==> src/source/otp_macro_pkg.sv <==
package otp_macro_pkg;

  ////////////////////////////////////////////////////////////
  // Macro geometry and timing
  ////////////////////////////////////////////////////////////

  // Native word and word address widths
  localparam int OtpWidth     = 16;
  localparam int OtpAddrWidth = 10;

  // Byte address to word address shift
  localparam int OtpAddrShift = 1;

  // Number of words in the macro array
  localparam int OtpDepth = 2 ** OtpAddrWidth;

  // Cycles from transfer to response valid
  localparam int OtpRespLatency = 2;

  typedef logic [OtpWidth-1:0]     otp_word_t;
  typedef logic [OtpAddrWidth-1:0] otp_addr_t;

  ////////////////////////////////////////////////////////////
  // Command and error encodings
  ////////////////////////////////////////////////////////////

  typedef enum logic {
    Read  = 1'b0,
    Write = 1'b1
  } cmd_e;

  // Values line up with the life cycle error codes
  typedef enum logic [2:0] {
    NoError              = 3'h0,
    MacroWriteBlankError = 3'h2
  } macro_err_e;

endpackage
==> src/source/otp_lc_pkg.sv <==
package otp_lc_pkg;

  ////////////////////////////////////////////////////////////
  // Partition geometry
  ////////////////////////////////////////////////////////////

  // Life cycle partition size and its byte offset in the macro
  localparam int LcPartSizeBytes = 16;
  localparam int LcPartOffset    = 'h40;
  localparam int LcDataWidth     = LcPartSizeBytes * 8;

  // Number of native 16-bit words in the partition
  localparam int LcNumWords = LcPartSizeBytes >> otp_macro_pkg::OtpAddrShift;
  localparam int LcCntWidth = $clog2(LcNumWords);

  // Word address of the first partition word
  localparam int LcWordOffset = LcPartOffset >> otp_macro_pkg::OtpAddrShift;

  typedef logic [LcCntWidth-1:0] lc_cnt_t;

  // Index of the final word of a transition
  localparam lc_cnt_t LcLastWord = lc_cnt_t'(LcNumWords - 1);

  ////////////////////////////////////////////////////////////
  // Escalation and error codes
  ////////////////////////////////////////////////////////////

  // Multibit escalation value, only Off means quiet
  typedef enum logic [3:0] {
    On  = 4'b0101,
    Off = 4'b1010
  } lc_tx_t;

  // Anything but Off is treated as an active escalation
  function automatic logic lc_tx_asserted(lc_tx_t val);
    return val != Off;
  endfunction

  typedef enum logic [2:0] {
    NoError              = 3'h0,
    MacroError           = 3'h1,
    MacroWriteBlankError = 3'h2,
    FsmStateError        = 3'h3
  } otp_err_e;

endpackage

==> src/source/otp_macro_if.sv <==
`timescale 1ns/100ps

interface otp_macro_if;

  // Request side
  logic                      req;
  otp_macro_pkg::cmd_e       cmd;
  otp_macro_pkg::otp_addr_t  addr;
  otp_macro_pkg::otp_word_t  wdata;

  // Grant and response side
  logic                      gnt;
  logic                      rvalid;
  otp_macro_pkg::macro_err_e err;

  // Programming FSM end
  modport requester (
    output req, cmd, addr, wdata,
    input  gnt, rvalid, err
  );

  // OTP macro end
  modport macro (
    input  req, cmd, addr, wdata,
    output gnt, rvalid, err
  );

endinterface

==> src/source/otp_lci_top.sv <==
`timescale 1ns/100ps

module otp_lci_top (
  input  logic                               clk_i,
  input  logic                               rst_ni,
  input  logic                               lci_en_i,
  input  otp_lc_pkg::lc_tx_t                 escalate_en_i,
  input  logic                               lc_req_i,
  input  logic [otp_lc_pkg::LcDataWidth-1:0] lc_data_i,
  output logic                               lc_ack_o,
  output logic                               lc_err_o,
  output otp_lc_pkg::otp_err_e               error_o,
  output logic                               fsm_err_o,
  output logic                               lci_prog_idle_o
);

  // Word request path between FSM and macro
  otp_macro_if macro_if ();

  // Life cycle programming FSM
  otp_lci u_lci (
    .clk_i           (clk_i),
    .rst_ni          (rst_ni),
    .lci_en_i        (lci_en_i),
    .escalate_en_i   (escalate_en_i),
    .lc_req_i        (lc_req_i),
    .lc_data_i       (lc_data_i),
    .lc_ack_o        (lc_ack_o),
    .lc_err_o        (lc_err_o),
    .error_o         (error_o),
    .fsm_err_o       (fsm_err_o),
    .lci_prog_idle_o (lci_prog_idle_o),
    .macro_o         (macro_if.requester)
  );

  // Behavioural OTP array
  otp_macro_model u_macro_model (
    .clk_i   (clk_i),
    .rst_ni  (rst_ni),
    .macro_i (macro_if.macro)
  );

endmodule

==> src/source/otp_macro_model.sv <==
`timescale 1ns/100ps

module otp_macro_model (
  input  logic      clk_i,
  input  logic      rst_ni,
  otp_macro_if.macro macro_i
);

  // OTP array, blank is all zeros
  otp_macro_pkg::otp_word_t mem_q [otp_macro_pkg::OtpDepth];

  // One bit per cycle of response delay
  logic [otp_macro_pkg::OtpRespLatency-1:0] resp_pipe_q;

  // Status of the transfer in flight
  otp_macro_pkg::macro_err_e err_q;

  logic pending;
  logic xfer;
  logic is_write;
  logic blank_fail;
  otp_macro_pkg::otp_word_t old_word;

  ////////////////////////////////////////////////////////////
  // Handshake
  ////////////////////////////////////////////////////////////

  // Only one transfer at a time
  assign pending     = |resp_pipe_q;
  assign macro_i.gnt = !pending;
  assign xfer        = macro_i.req && macro_i.gnt;
  assign is_write    = (macro_i.cmd == otp_macro_pkg::Write);

  // Programmed bits can not return to zero
  assign old_word   = mem_q[macro_i.addr];
  assign blank_fail = is_write && (|(old_word & ~macro_i.wdata));

  always_ff @(posedge clk_i or negedge rst_ni) begin
    if (!rst_ni) begin
      resp_pipe_q <= '0;
      err_q       <= otp_macro_pkg::NoError;
    end else begin
      resp_pipe_q <= {resp_pipe_q[otp_macro_pkg::OtpRespLatency-2:0], xfer};
      if (xfer) begin
        err_q <= blank_fail ? otp_macro_pkg::MacroWriteBlankError
                            : otp_macro_pkg::NoError;
      end
    end
  end

  ////////////////////////////////////////////////////////////
  // Word array
  ////////////////////////////////////////////////////////////

  always_ff @(posedge clk_i or negedge rst_ni) begin
    if (!rst_ni) begin
      for (int i = 0; i < otp_macro_pkg::OtpDepth; i++) begin
        mem_q[i] <= '0;
      end
    end else if (xfer && is_write) begin
      // Burning can only add ones
      mem_q[macro_i.addr] <= old_word | macro_i.wdata;
    end
  end

  // Response pulse at the end of the delay line
  assign macro_i.rvalid = resp_pipe_q[otp_macro_pkg::OtpRespLatency-1];
  assign macro_i.err    = macro_i.rvalid ? err_q : otp_macro_pkg::NoError;

  // Requests arrive with known command, address and data
  ReqKnown_A: assert property (
    @(posedge clk_i) disable iff (!rst_ni)
    macro_i.req |-> !$isunknown({macro_i.cmd, macro_i.addr, macro_i.wdata})
  );

  // Grant stays low right after a transfer
  NoGntWhileBusy_A: assert property (
    @(posedge clk_i) disable iff (!rst_ni)
    $past(xfer) |-> !macro_i.gnt
  );

endmodule

==> src/source/otp_lci.sv <==
`timescale 1ns/100ps

module otp_lci (
  input  logic                               clk_i,
  input  logic                               rst_ni,
  input  logic                               lci_en_i,
  input  otp_lc_pkg::lc_tx_t                 escalate_en_i,
  input  logic                               lc_req_i,
  input  logic [otp_lc_pkg::LcDataWidth-1:0] lc_data_i,
  output logic                               lc_ack_o,
  output logic                               lc_err_o,
  output otp_lc_pkg::otp_err_e               error_o,
  output logic                               fsm_err_o,
  output logic                               lci_prog_idle_o,
  otp_macro_if.requester                     macro_o
);

  typedef enum logic [2:0] {
    ResetSt,
    IdleSt,
    WriteSt,
    WriteWaitSt,
    ErrorSt
  } state_e;

  state_e state_d, state_q;
  otp_lc_pkg::otp_err_e error_d, error_q, rsp_err;
  otp_lc_pkg::lc_cnt_t cnt;
  logic cnt_clr, cnt_en, cnt_err, esc_asserted;
  logic otp_req;
  otp_macro_pkg::cmd_e otp_cmd;

  // Partition viewed as native words
  otp_macro_pkg::otp_word_t [otp_lc_pkg::LcNumWords-1:0] words;

  assign words        = lc_data_i;
  assign esc_asserted = otp_lc_pkg::lc_tx_asserted(escalate_en_i);
  assign rsp_err      = otp_lc_pkg::otp_err_e'(macro_o.err);
  assign error_o      = error_q;

  ////////////////////////////////////////////////////////////
  // Programming FSM
  ////////////////////////////////////////////////////////////

  always_comb begin
    state_d         = state_q;
    error_d         = error_q;
    cnt_clr         = 1'b0;
    cnt_en          = 1'b0;
    otp_req         = 1'b0;
    otp_cmd         = otp_macro_pkg::Read;
    lc_ack_o        = 1'b0;
    lc_err_o        = 1'b0;
    fsm_err_o       = 1'b0;
    lci_prog_idle_o = 1'b1;

    case (state_q)
      // Hold off until the controller is enabled
      ResetSt: begin
        lci_prog_idle_o = 1'b0;
        if (lci_en_i) begin
          state_d = IdleSt;
        end
      end
      // Wait for a transition, restart at word zero
      IdleSt: begin
        if (lc_req_i) begin
          cnt_clr = 1'b1;
          state_d = WriteSt;
        end
      end
      // Present one word write until the macro grants it
      WriteSt: begin
        lci_prog_idle_o = 1'b0;
        otp_req         = 1'b1;
        otp_cmd         = otp_macro_pkg::Write;
        if (macro_o.gnt) begin
          state_d = WriteWaitSt;
        end
      end
      // Collect the response and pick the next word
      WriteWaitSt: begin
        lci_prog_idle_o = 1'b0;
        if (macro_o.rvalid) begin
          // Keep the latest failure, but burn all remaining words
          if (rsp_err != otp_lc_pkg::NoError) begin
            error_d = rsp_err;
          end
          if (cnt == otp_lc_pkg::LcLastWord) begin
            lc_ack_o = 1'b1;
            state_d  = IdleSt;
            // Any failure locks the partition
            if (error_d != otp_lc_pkg::NoError) begin
              lc_err_o = 1'b1;
              state_d  = ErrorSt;
            end
          end else begin
            cnt_en  = 1'b1;
            state_d = WriteSt;
          end
        end
      end
      // Terminal state, always report something
      ErrorSt: begin
        if (error_q == otp_lc_pkg::NoError) begin
          error_d = otp_lc_pkg::FsmStateError;
        end
      end
      // Glitched encoding, lock down at once
      default: begin
        fsm_err_o = 1'b1;
        state_d   = ErrorSt;
        if (error_q == otp_lc_pkg::NoError) begin
          error_d = otp_lc_pkg::FsmStateError;
        end
      end
    endcase

    // Escalation or a counter mismatch overrides everything
    if (esc_asserted || cnt_err) begin
      state_d   = ErrorSt;
      fsm_err_o = 1'b1;
      lc_ack_o  = 1'b0;
      lc_err_o  = 1'b0;
      // Keep an earlier macro code visible
      if (error_d == otp_lc_pkg::NoError) begin
        error_d = otp_lc_pkg::FsmStateError;
      end
    end
  end

  always_ff @(posedge clk_i or negedge rst_ni) begin
    if (!rst_ni) begin
      state_q <= ResetSt;
      error_q <= otp_lc_pkg::NoError;
    end else begin
      state_q <= state_d;
      error_q <= error_d;
    end
  end

  ////////////////////////////////////////////////////////////
  // Word counter and macro request
  ////////////////////////////////////////////////////////////

  otp_word_counter u_word_counter (
    .clk_i     (clk_i),
    .rst_ni    (rst_ni),
    .clr_i     (cnt_clr),
    .incr_en_i (cnt_en),
    .cnt_o     (cnt),
    .err_o     (cnt_err)
  );

  assign macro_o.req  = otp_req;
  assign macro_o.cmd  = otp_cmd;
  // Partition base word plus the current count
  assign macro_o.addr = otp_macro_pkg::otp_addr_t'(otp_lc_pkg::LcWordOffset)
                      + otp_macro_pkg::otp_addr_t'(cnt);
  assign macro_o.wdata = otp_req ? words[cnt] : '0;

  // Status outputs never go unknown once out of reset
  OutputsKnown_A: assert property (
    @(posedge clk_i) disable iff (!rst_ni)
    !$isunknown({lc_ack_o, lc_err_o, error_o, fsm_err_o, lci_prog_idle_o, otp_req})
  );

  // A pending write holds address and data until granted
  ReqStable_A: assert property (
    @(posedge clk_i) disable iff (!rst_ni || esc_asserted || cnt_err)
    (otp_req && !macro_o.gnt) |=>
      (otp_req && $stable(macro_o.addr) && $stable(macro_o.wdata))
  );

  // Ack answers a held request, one response latency after the last grant
  AckAfterLastGnt_A: assert property (
    @(posedge clk_i) disable iff (!rst_ni)
    lc_ack_o |->
      (state_q == WriteWaitSt && lc_req_i
       && $past(otp_req && macro_o.gnt, otp_macro_pkg::OtpRespLatency))
  );

endmodule

==> src/source/otp_word_counter.sv <==
`timescale 1ns/100ps

module otp_word_counter (
  input  logic                clk_i,
  input  logic                rst_ni,
  input  logic                clr_i,
  input  logic                incr_en_i,
  output otp_lc_pkg::lc_cnt_t cnt_o,
  output logic                err_o
);

  // Primary copy counts up from zero
  otp_lc_pkg::lc_cnt_t up_d, up_q;
  // Shadow copy counts down from all ones
  otp_lc_pkg::lc_cnt_t dn_d, dn_q;

  always_comb begin
    up_d = up_q;
    dn_d = dn_q;
    if (clr_i) begin
      up_d = '0;
      dn_d = '1;
    end else if (incr_en_i) begin
      up_d = up_q + otp_lc_pkg::lc_cnt_t'(1);
      dn_d = dn_q - otp_lc_pkg::lc_cnt_t'(1);
    end
  end

  always_ff @(posedge clk_i or negedge rst_ni) begin
    if (!rst_ni) begin
      up_q <= '0;
      dn_q <= '1;
    end else begin
      up_q <= up_d;
      dn_q <= dn_d;
    end
  end

  assign cnt_o = up_q;

  // Shadow must always hold the complement of the primary
  assign err_o = (up_q != ~dn_q);

  // FSM never clears and steps in the same cycle
  ClrIncrExclusive_A: assert property (
    @(posedge clk_i) disable iff (!rst_ni)
    !(clr_i && incr_en_i)
  );

endmodule

==> config.mk <==
export PLATFORM = sky130hd
export DESIGN_NAME = otp_lci_top
export DESIGN_NICKNAME = d
export VERILOG_FILES = /design/src/source/otp_macro_pkg.sv /design/src/source/otp_lc_pkg.sv /design/src/source/otp_macro_if.sv /design/src/source/otp_lci_top.sv /design/src/source/otp_macro_model.sv /design/src/source/otp_lci.sv /design/src/source/otp_word_counter.sv
export SDC_FILE = /design/constraint.sdc
export NUM_CORES = 1
export LEC_CHECK = 0
export CAP_MARGIN = 5
export CORE_MARGIN = 4
export CORE_UTILIZATION = 35
export DETAILED_ROUTE_END_ITERATION = 10
export DONT_BUFFER_PORTS = 1
export GPL_TIMING_DRIVEN = 0
export PLACE_DENSITY = 0.57
export SLEW_MARGIN = 20
export SYNTH_ARGS = -nofsm -noshare
export SYNTH_HDL_FRONTEND = slang
export SYNTH_SLANG_ARGS = --single-unit
==> constraint.sdc <==
create_clock -name clk_i -period 2 [get_ports clk_i]
set_input_delay 0.2 -clock clk_i [delete_from_list [all_inputs] [get_ports clk_i]]
set_output_delay 0.2 -clock clk_i [all_outputs]
set_load 0.03 [all_outputs]
==> flow_summary.html <==
<table>
<tr><th>Metric</th><th>Value</th></tr>
<tr><th colspan="2">Worst setup path</th></tr>
<tr><td>Startpoint Class</td><td>flip-flop</td></tr>
<tr><td>Critical path fanouts, max</td><td>8</td></tr>
<tr><td>Minimum setup slack among reg-to-reg paths</td><td>-0.46 ns</td></tr>
<tr><td>CP endpoint kind</td><td>flip-flop</td></tr>
<tr><td>Crit Path Category</td><td>flip-flop to flip-flop</td></tr>
<tr><td>Max incr delay on CP</td><td>around 0.42 ns</td></tr>
<tr><td>Reg2Reg Depth</td><td>8</td></tr>
<tr><td>Sequence of cells on the critical path</td><td>buf_12, buf_4, nor2_4, a22o_1, a22oi_2, o21ai_0, o2111a_1, a31oi_1</td></tr>
<tr><td>Data required time at the worst endpoint</td><td>2.30 ns</td></tr>
<tr><td>Standard cell with the maximum stage delay on the critical path</td><td>dfrtp_1</td></tr>
<tr><td>Data arrival time of the worst path</td><td>approximately 2.8 ns</td></tr>
<tr><td>Reg-to-reg endpoint</td><td>u_macro_model.err_q[1]$_DFFE_PN0P_</td></tr>
<tr><td>Critical register-to-register path startpoint</td><td>u_lci.u_word_counter.cnt_o[0]$_DFFE_PN0P_</td></tr>
<tr><th colspan="2">Timing</th></tr>
<tr><td>Count of pins over their slew limit</td><td>0</td></tr>
<tr><td>Final Critical Period</td><td>about 2.5 ns</td></tr>
<tr><td>Final setup slack of the worst path</td><td>-0.465 ns</td></tr>
<tr><td>Final setup violating endpoints</td><td>130</td></tr>
<tr><td>Worst hold margin</td><td>-0.532 ns</td></tr>
<tr><td>Transition time at the pin with the least slew margin</td><td>slightly above 0.8 ns</td></tr>
<tr><td>Achievable frequency</td><td>0.406 GHz</td></tr>
<tr><td>Worst clock skew on the final layout</td><td>slightly below 0.006 ns</td></tr>
<tr><td>Worst slew margin</td><td>a little under half</td></tr>
<tr><td>Sum of negative setup slack</td><td>-32.30 ns</td></tr>
<tr><td>Setup repair after global routing missed its margin</td><td>true</td></tr>
<tr><td>Share of the cycle needed by the critical path after routing</td><td>123%</td></tr>
<tr><td>Fin. Hold Viols</td><td>143</td></tr>
<tr><th colspan="2">Clock network</th></tr>
<tr><td>Number of buffers created by CTS</td><td>17</td></tr>
<tr><td>Root Driver</td><td>clkbuf_16</td></tr>
<tr><td>Clock-pin slew on the worst setup and hold paths</td><td>~0.06 ns</td></tr>
<tr><td>Number of buffers on the longest clock path</td><td>2</td></tr>
<tr><td>H-Tree Level Count</td><td>4</td></tr>
<tr><td>Worst skew pair latency</td><td>around 0.43 ns</td></tr>
<tr><td>CTS Sinks</td><td>approximately 140</td></tr>
<tr><td>CTS tree</td><td>built</td></tr>
<tr><th colspan="2">Logic synthesis</th></tr>
<tr><td>Post-Synthesis Cells</td><td>669</td></tr>
<tr><td>Ys async rst share</td><td>100%</td></tr>
<tr><td>Post-synthesis sequential area ratio</td><td>44.8%</td></tr>
<tr><td>Synthesized cell area</td><td>about 8000 um2</td></tr>
<tr><td>Post-synth EDFFs</td><td>0</td></tr>
<tr><td>Synthesized area divided by synthesized cell count</td><td>11.9 um2</td></tr>
<tr><td>Post-synthesis net count</td><td>808</td></tr>
<tr><td>Number of register bits inferred by synthesis</td><td>~140</td></tr>
<tr><td>Netlist cell types</td><td>68</td></tr>
<tr><td>Most used flip-flop cell after synthesis</td><td>dfrtp_1</td></tr>
<tr><td>Synth Warn #</td><td>0</td></tr>
<tr><th colspan="2">Drt</th></tr>
<tr><td>Post-detailed-route wirelength per cell</td><td>around 28 um</td></tr>
<tr><td>Iter 0 DRT Violations</td><td>640</td></tr>
<tr><td>Iteration count of the initial detailed-routing pass</td><td>5</td></tr>
<tr><td>Via count</td><td>~6300</td></tr>
<tr><td>Final ANT Viol Nets</td><td>0</td></tr>
<tr><td>DRC violations left</td><td>0</td></tr>
<tr><td>Sum of routed wire length over all layers</td><td>between 20000 and 30000 um</td></tr>
<tr><td>Post-DR vias/cell</td><td>between 6 and 7</td></tr>
<tr><th colspan="2">Placement</th></tr>
<tr><td>Last weighted congestion value of the routability-driven placer</td><td>0.916</td></tr>
<tr><td>Placed standard-cell area</td><td>8440 um2</td></tr>
<tr><td>Number of buffers added on ports</td><td>0</td></tr>
<tr><td>Detailed placement HPWL</td><td>about 19000 um</td></tr>
<tr><th colspan="2">Hold path</th></tr>
<tr><td>Hold WC Path Type</td><td>input pin to asynchronous set/reset pin</td></tr>
<tr><th colspan="2">GRT</th></tr>
<tr><td>First-pass GRT wire length</td><td>~43000 um</td></tr>
<tr><td>Number of global-route vias before repair</td><td>a little under 7000</td></tr>
<tr><td>GRT Total Usage</td><td>22.4%</td></tr>
<tr><td>Gr ovfl total</td><td>0</td></tr>
<tr><td>Maximum number of pins on one net before global-route repair</td><td>roughly 140</td></tr>
<tr><td>Initial antenna violation count</td><td>2</td></tr>
<tr><th colspan="2">Die</th></tr>
<tr><td>Core Area</td><td>between 20000 and 25000 um2</td></tr>
<tr><td>Floorplan row count</td><td>55</td></tr>
<tr><td>Horizontal die dimension</td><td>159 um</td></tr>
<tr><td>Die area</td><td>around 25000 um2</td></tr>
<tr><td>Height of the die</td><td>159 um</td></tr>
<tr><td>Starting Density</td><td>between 30% and 40%</td></tr>
<tr><td>Boundary Pins</td><td>around 140</td></tr>
<tr><th colspan="2">Run status</th></tr>
<tr><td>Violated checks</td><td>negative hold slack, negative setup slack</td></tr>
<tr><td>Result of the run</td><td>complete, but fails checks</td></tr>
<tr><th colspan="2">Finish</th></tr>
<tr><td>Fraction of final layout cells with drive strength greater than 1</td><td>48.5%</td></tr>
<tr><td>Post-synthesis to final-layout area growth</td><td>29.6%</td></tr>
<tr><td>Post-route design area</td><td>about 10000 um2</td></tr>
<tr><td>Number of nets in the finished design</td><td>873</td></tr>
<tr><th colspan="2">Run</th></tr>
<tr><td>Maximum Capacitance Violations</td><td>0</td></tr>
<tr><th colspan="2">Power</th></tr>
<tr><td>Max IR drop VDD</td><td>a little under 0.0005 V</td></tr>
<tr><td>Pwr/cell area</td><td>around 720 nW/um2</td></tr>
<tr><td>Leakage power summed over all cells</td><td>between 0.004 and 0.005 uW</td></tr>
</table>
layout by cell type (no fill, tap or decap), types with 7 or more instances in the layout:
master,n
clkbuf_16,17
a21oi_2,10
mux2_2,77
nand2_1,42
mux2_4,38
mux2i_1,16
mux2i_4,7
buf_4,47
o21ai_0,14
mux4_2,27
dfrtp_1,138
mux2i_2,8
nand3_1,10
a31oi_1,7
a221o_1,7
a21oi_1,24
buf_8,10
buf_6,16
buf_12,12
bufinv_16,7
a22oi_1,12
o21ai_1,7
nor2_1,31
per-layer routing:
layer | part of all wire, % | vias to the layer above | global-route usage [%]
met5 | 0.045 | - | 0
met1 | 41 | 3217 | 29.3
met2 | 46 | 362 | 34.8
met4 | 3.2 | 2 | 7.61
li1 | - | 2656 | -
met3 | 9.7 | 68 | 7.79
synth_stat cells, drive strengths merged (4+ instances only):
cell / instances / area share (%)
a21oi: 34 / 2.1
a22oi: 17 / 1.7
a221oi: 9 / 0.99
nor3: 4 / 0.38
nor2: 39 / 1.9
dfrtp: 140 / 44
nor3b: 4 / 0.38
o21ai: 28 / 1.8
nand2b: 8 / 0.63
o211a: 4 / 0.50
a221o: 7 / 0.88
o22a: 5 / 0.55
xnor2: 5 / 0.55
a31oi: 7 / 0.55
mux4: 27 / 7.6
nand2: 45 / 2.1
clkbuf: 12 / 0.56
mux2: 117 / 17
nor4: 6 / 1.1
and2: 4 / 0.31
o211ai: 5 / 0.47
buf: 39 / 3.4
mux2i: 31 / 3.9
nor2b: 7 / 0.55
inv: 5 / 0.23
and3: 5 / 0.39
nand3: 12 / 0.75
critical path: cells and delay by family (launching register included):
kind	cells	cell delay [ns]
AO/OA/AOI/OAI	5	1.20
buffers and inverters	2	0.32
AND/OR/NAND/NOR	1	0.39
flip-flops	1	0.42
repair_timing:
item                                   in CTS  in global routing
setup endpoints to repair                 136                138
resized for setup                         185                 53
buffers inserted                           29                 16
gates cloned                                6                  0
pin swaps                                  17                 22
endpoints found under the hold margin     143                143
registers in the layout (all words and copies together) (netlist names):
signal and cells:
u_macro_model.err_q 1, u_lci.error_o 3, u_lci.u_word_counter.cnt_o 3, u_lci.u_word_counter.dn_q 3
u_lci.state_q 3, u_macro_model.mem_q 128, u_macro_model.resp_pipe_q 2
cell type report:
class | instances | area, um2
fillers | 1981 | 12200
flip-flops and latches | 143 | 3580
clock buffers | 19 | 453
diodes | 1 | 2.50
well taps | 285 | 357
plain buffers | 49 | 572
repair buffers | 48 | 430
clock inverters | 12 | 238
multi-input cells | 468 | 4690
inverters | 7 | 32.5
per-stage QoR:
step	hold WS [ns]	power, uW	util, %	setup WS, ns	cells
final	-0.532	7470	45.9	-0.465	1032
after global routing	-0.549	7670	45.9	-0.520	1032
after CTS	-0.542	7440	44.7	-0.476	1019
after detailed placement	-0.0865	3560	37.4	-1.04	954
after global placement	-0.0856	3550	37.4	-1.03	954
after floorplan	-0.0956	3370	-	-0.0181	669
cells by family after synthesis:
group	after synthesis	share of synthesized area (%)
AND/OR/NAND/NOR	140	9.17
adder cells (fa/ha/maj)	3	0.470
buffers and inverters	58	4.35
XOR/XNOR	5	0.548
flip-flops	143	44.8
multiplexers	175	28.0
AO/OA/AOI/OAI	145	12.6
how the worst max path moves through the flow:
stage                                                    startpoint                                     end  slack [ns]  cells after the start
final                     u_lci.u_word_counter.cnt_o[0]$_DFFE_PN0P_      u_macro_model.err_q[1]$_DFFE_PN0P_       -0.46                      8
after floorplan                        u_lci.state_q[0]$_DFFE_PN0P_  u_macro_model.mem_q[15793]$_DFFE_PN0P_       -0.02                      5
after global placement    u_lci.u_word_counter.cnt_o[1]$_DFFE_PN0P_      u_macro_model.err_q[1]$_DFFE_PN0P_       -1.03                      8
after CTS                 u_lci.u_word_counter.cnt_o[0]$_DFFE_PN0P_                                lc_err_o       -0.48                      7
after detailed placement  u_lci.u_word_counter.cnt_o[1]$_DFFE_PN0P_      u_macro_model.err_q[1]$_DFFE_PN0P_       -1.04                      8
after global routing      u_lci.u_word_counter.cnt_o[1]$_DFFE_PN0P_      u_macro_model.err_q[1]$_DFFE_PN0P_       -0.52                      9
power by group:
part	switching, uW	internal, uW	total (uW)
Clock	1240	2510	3750
Combinational	447	369	815
Sequential	5.16	2900	2900
Power figures use the tool's default switching activity.
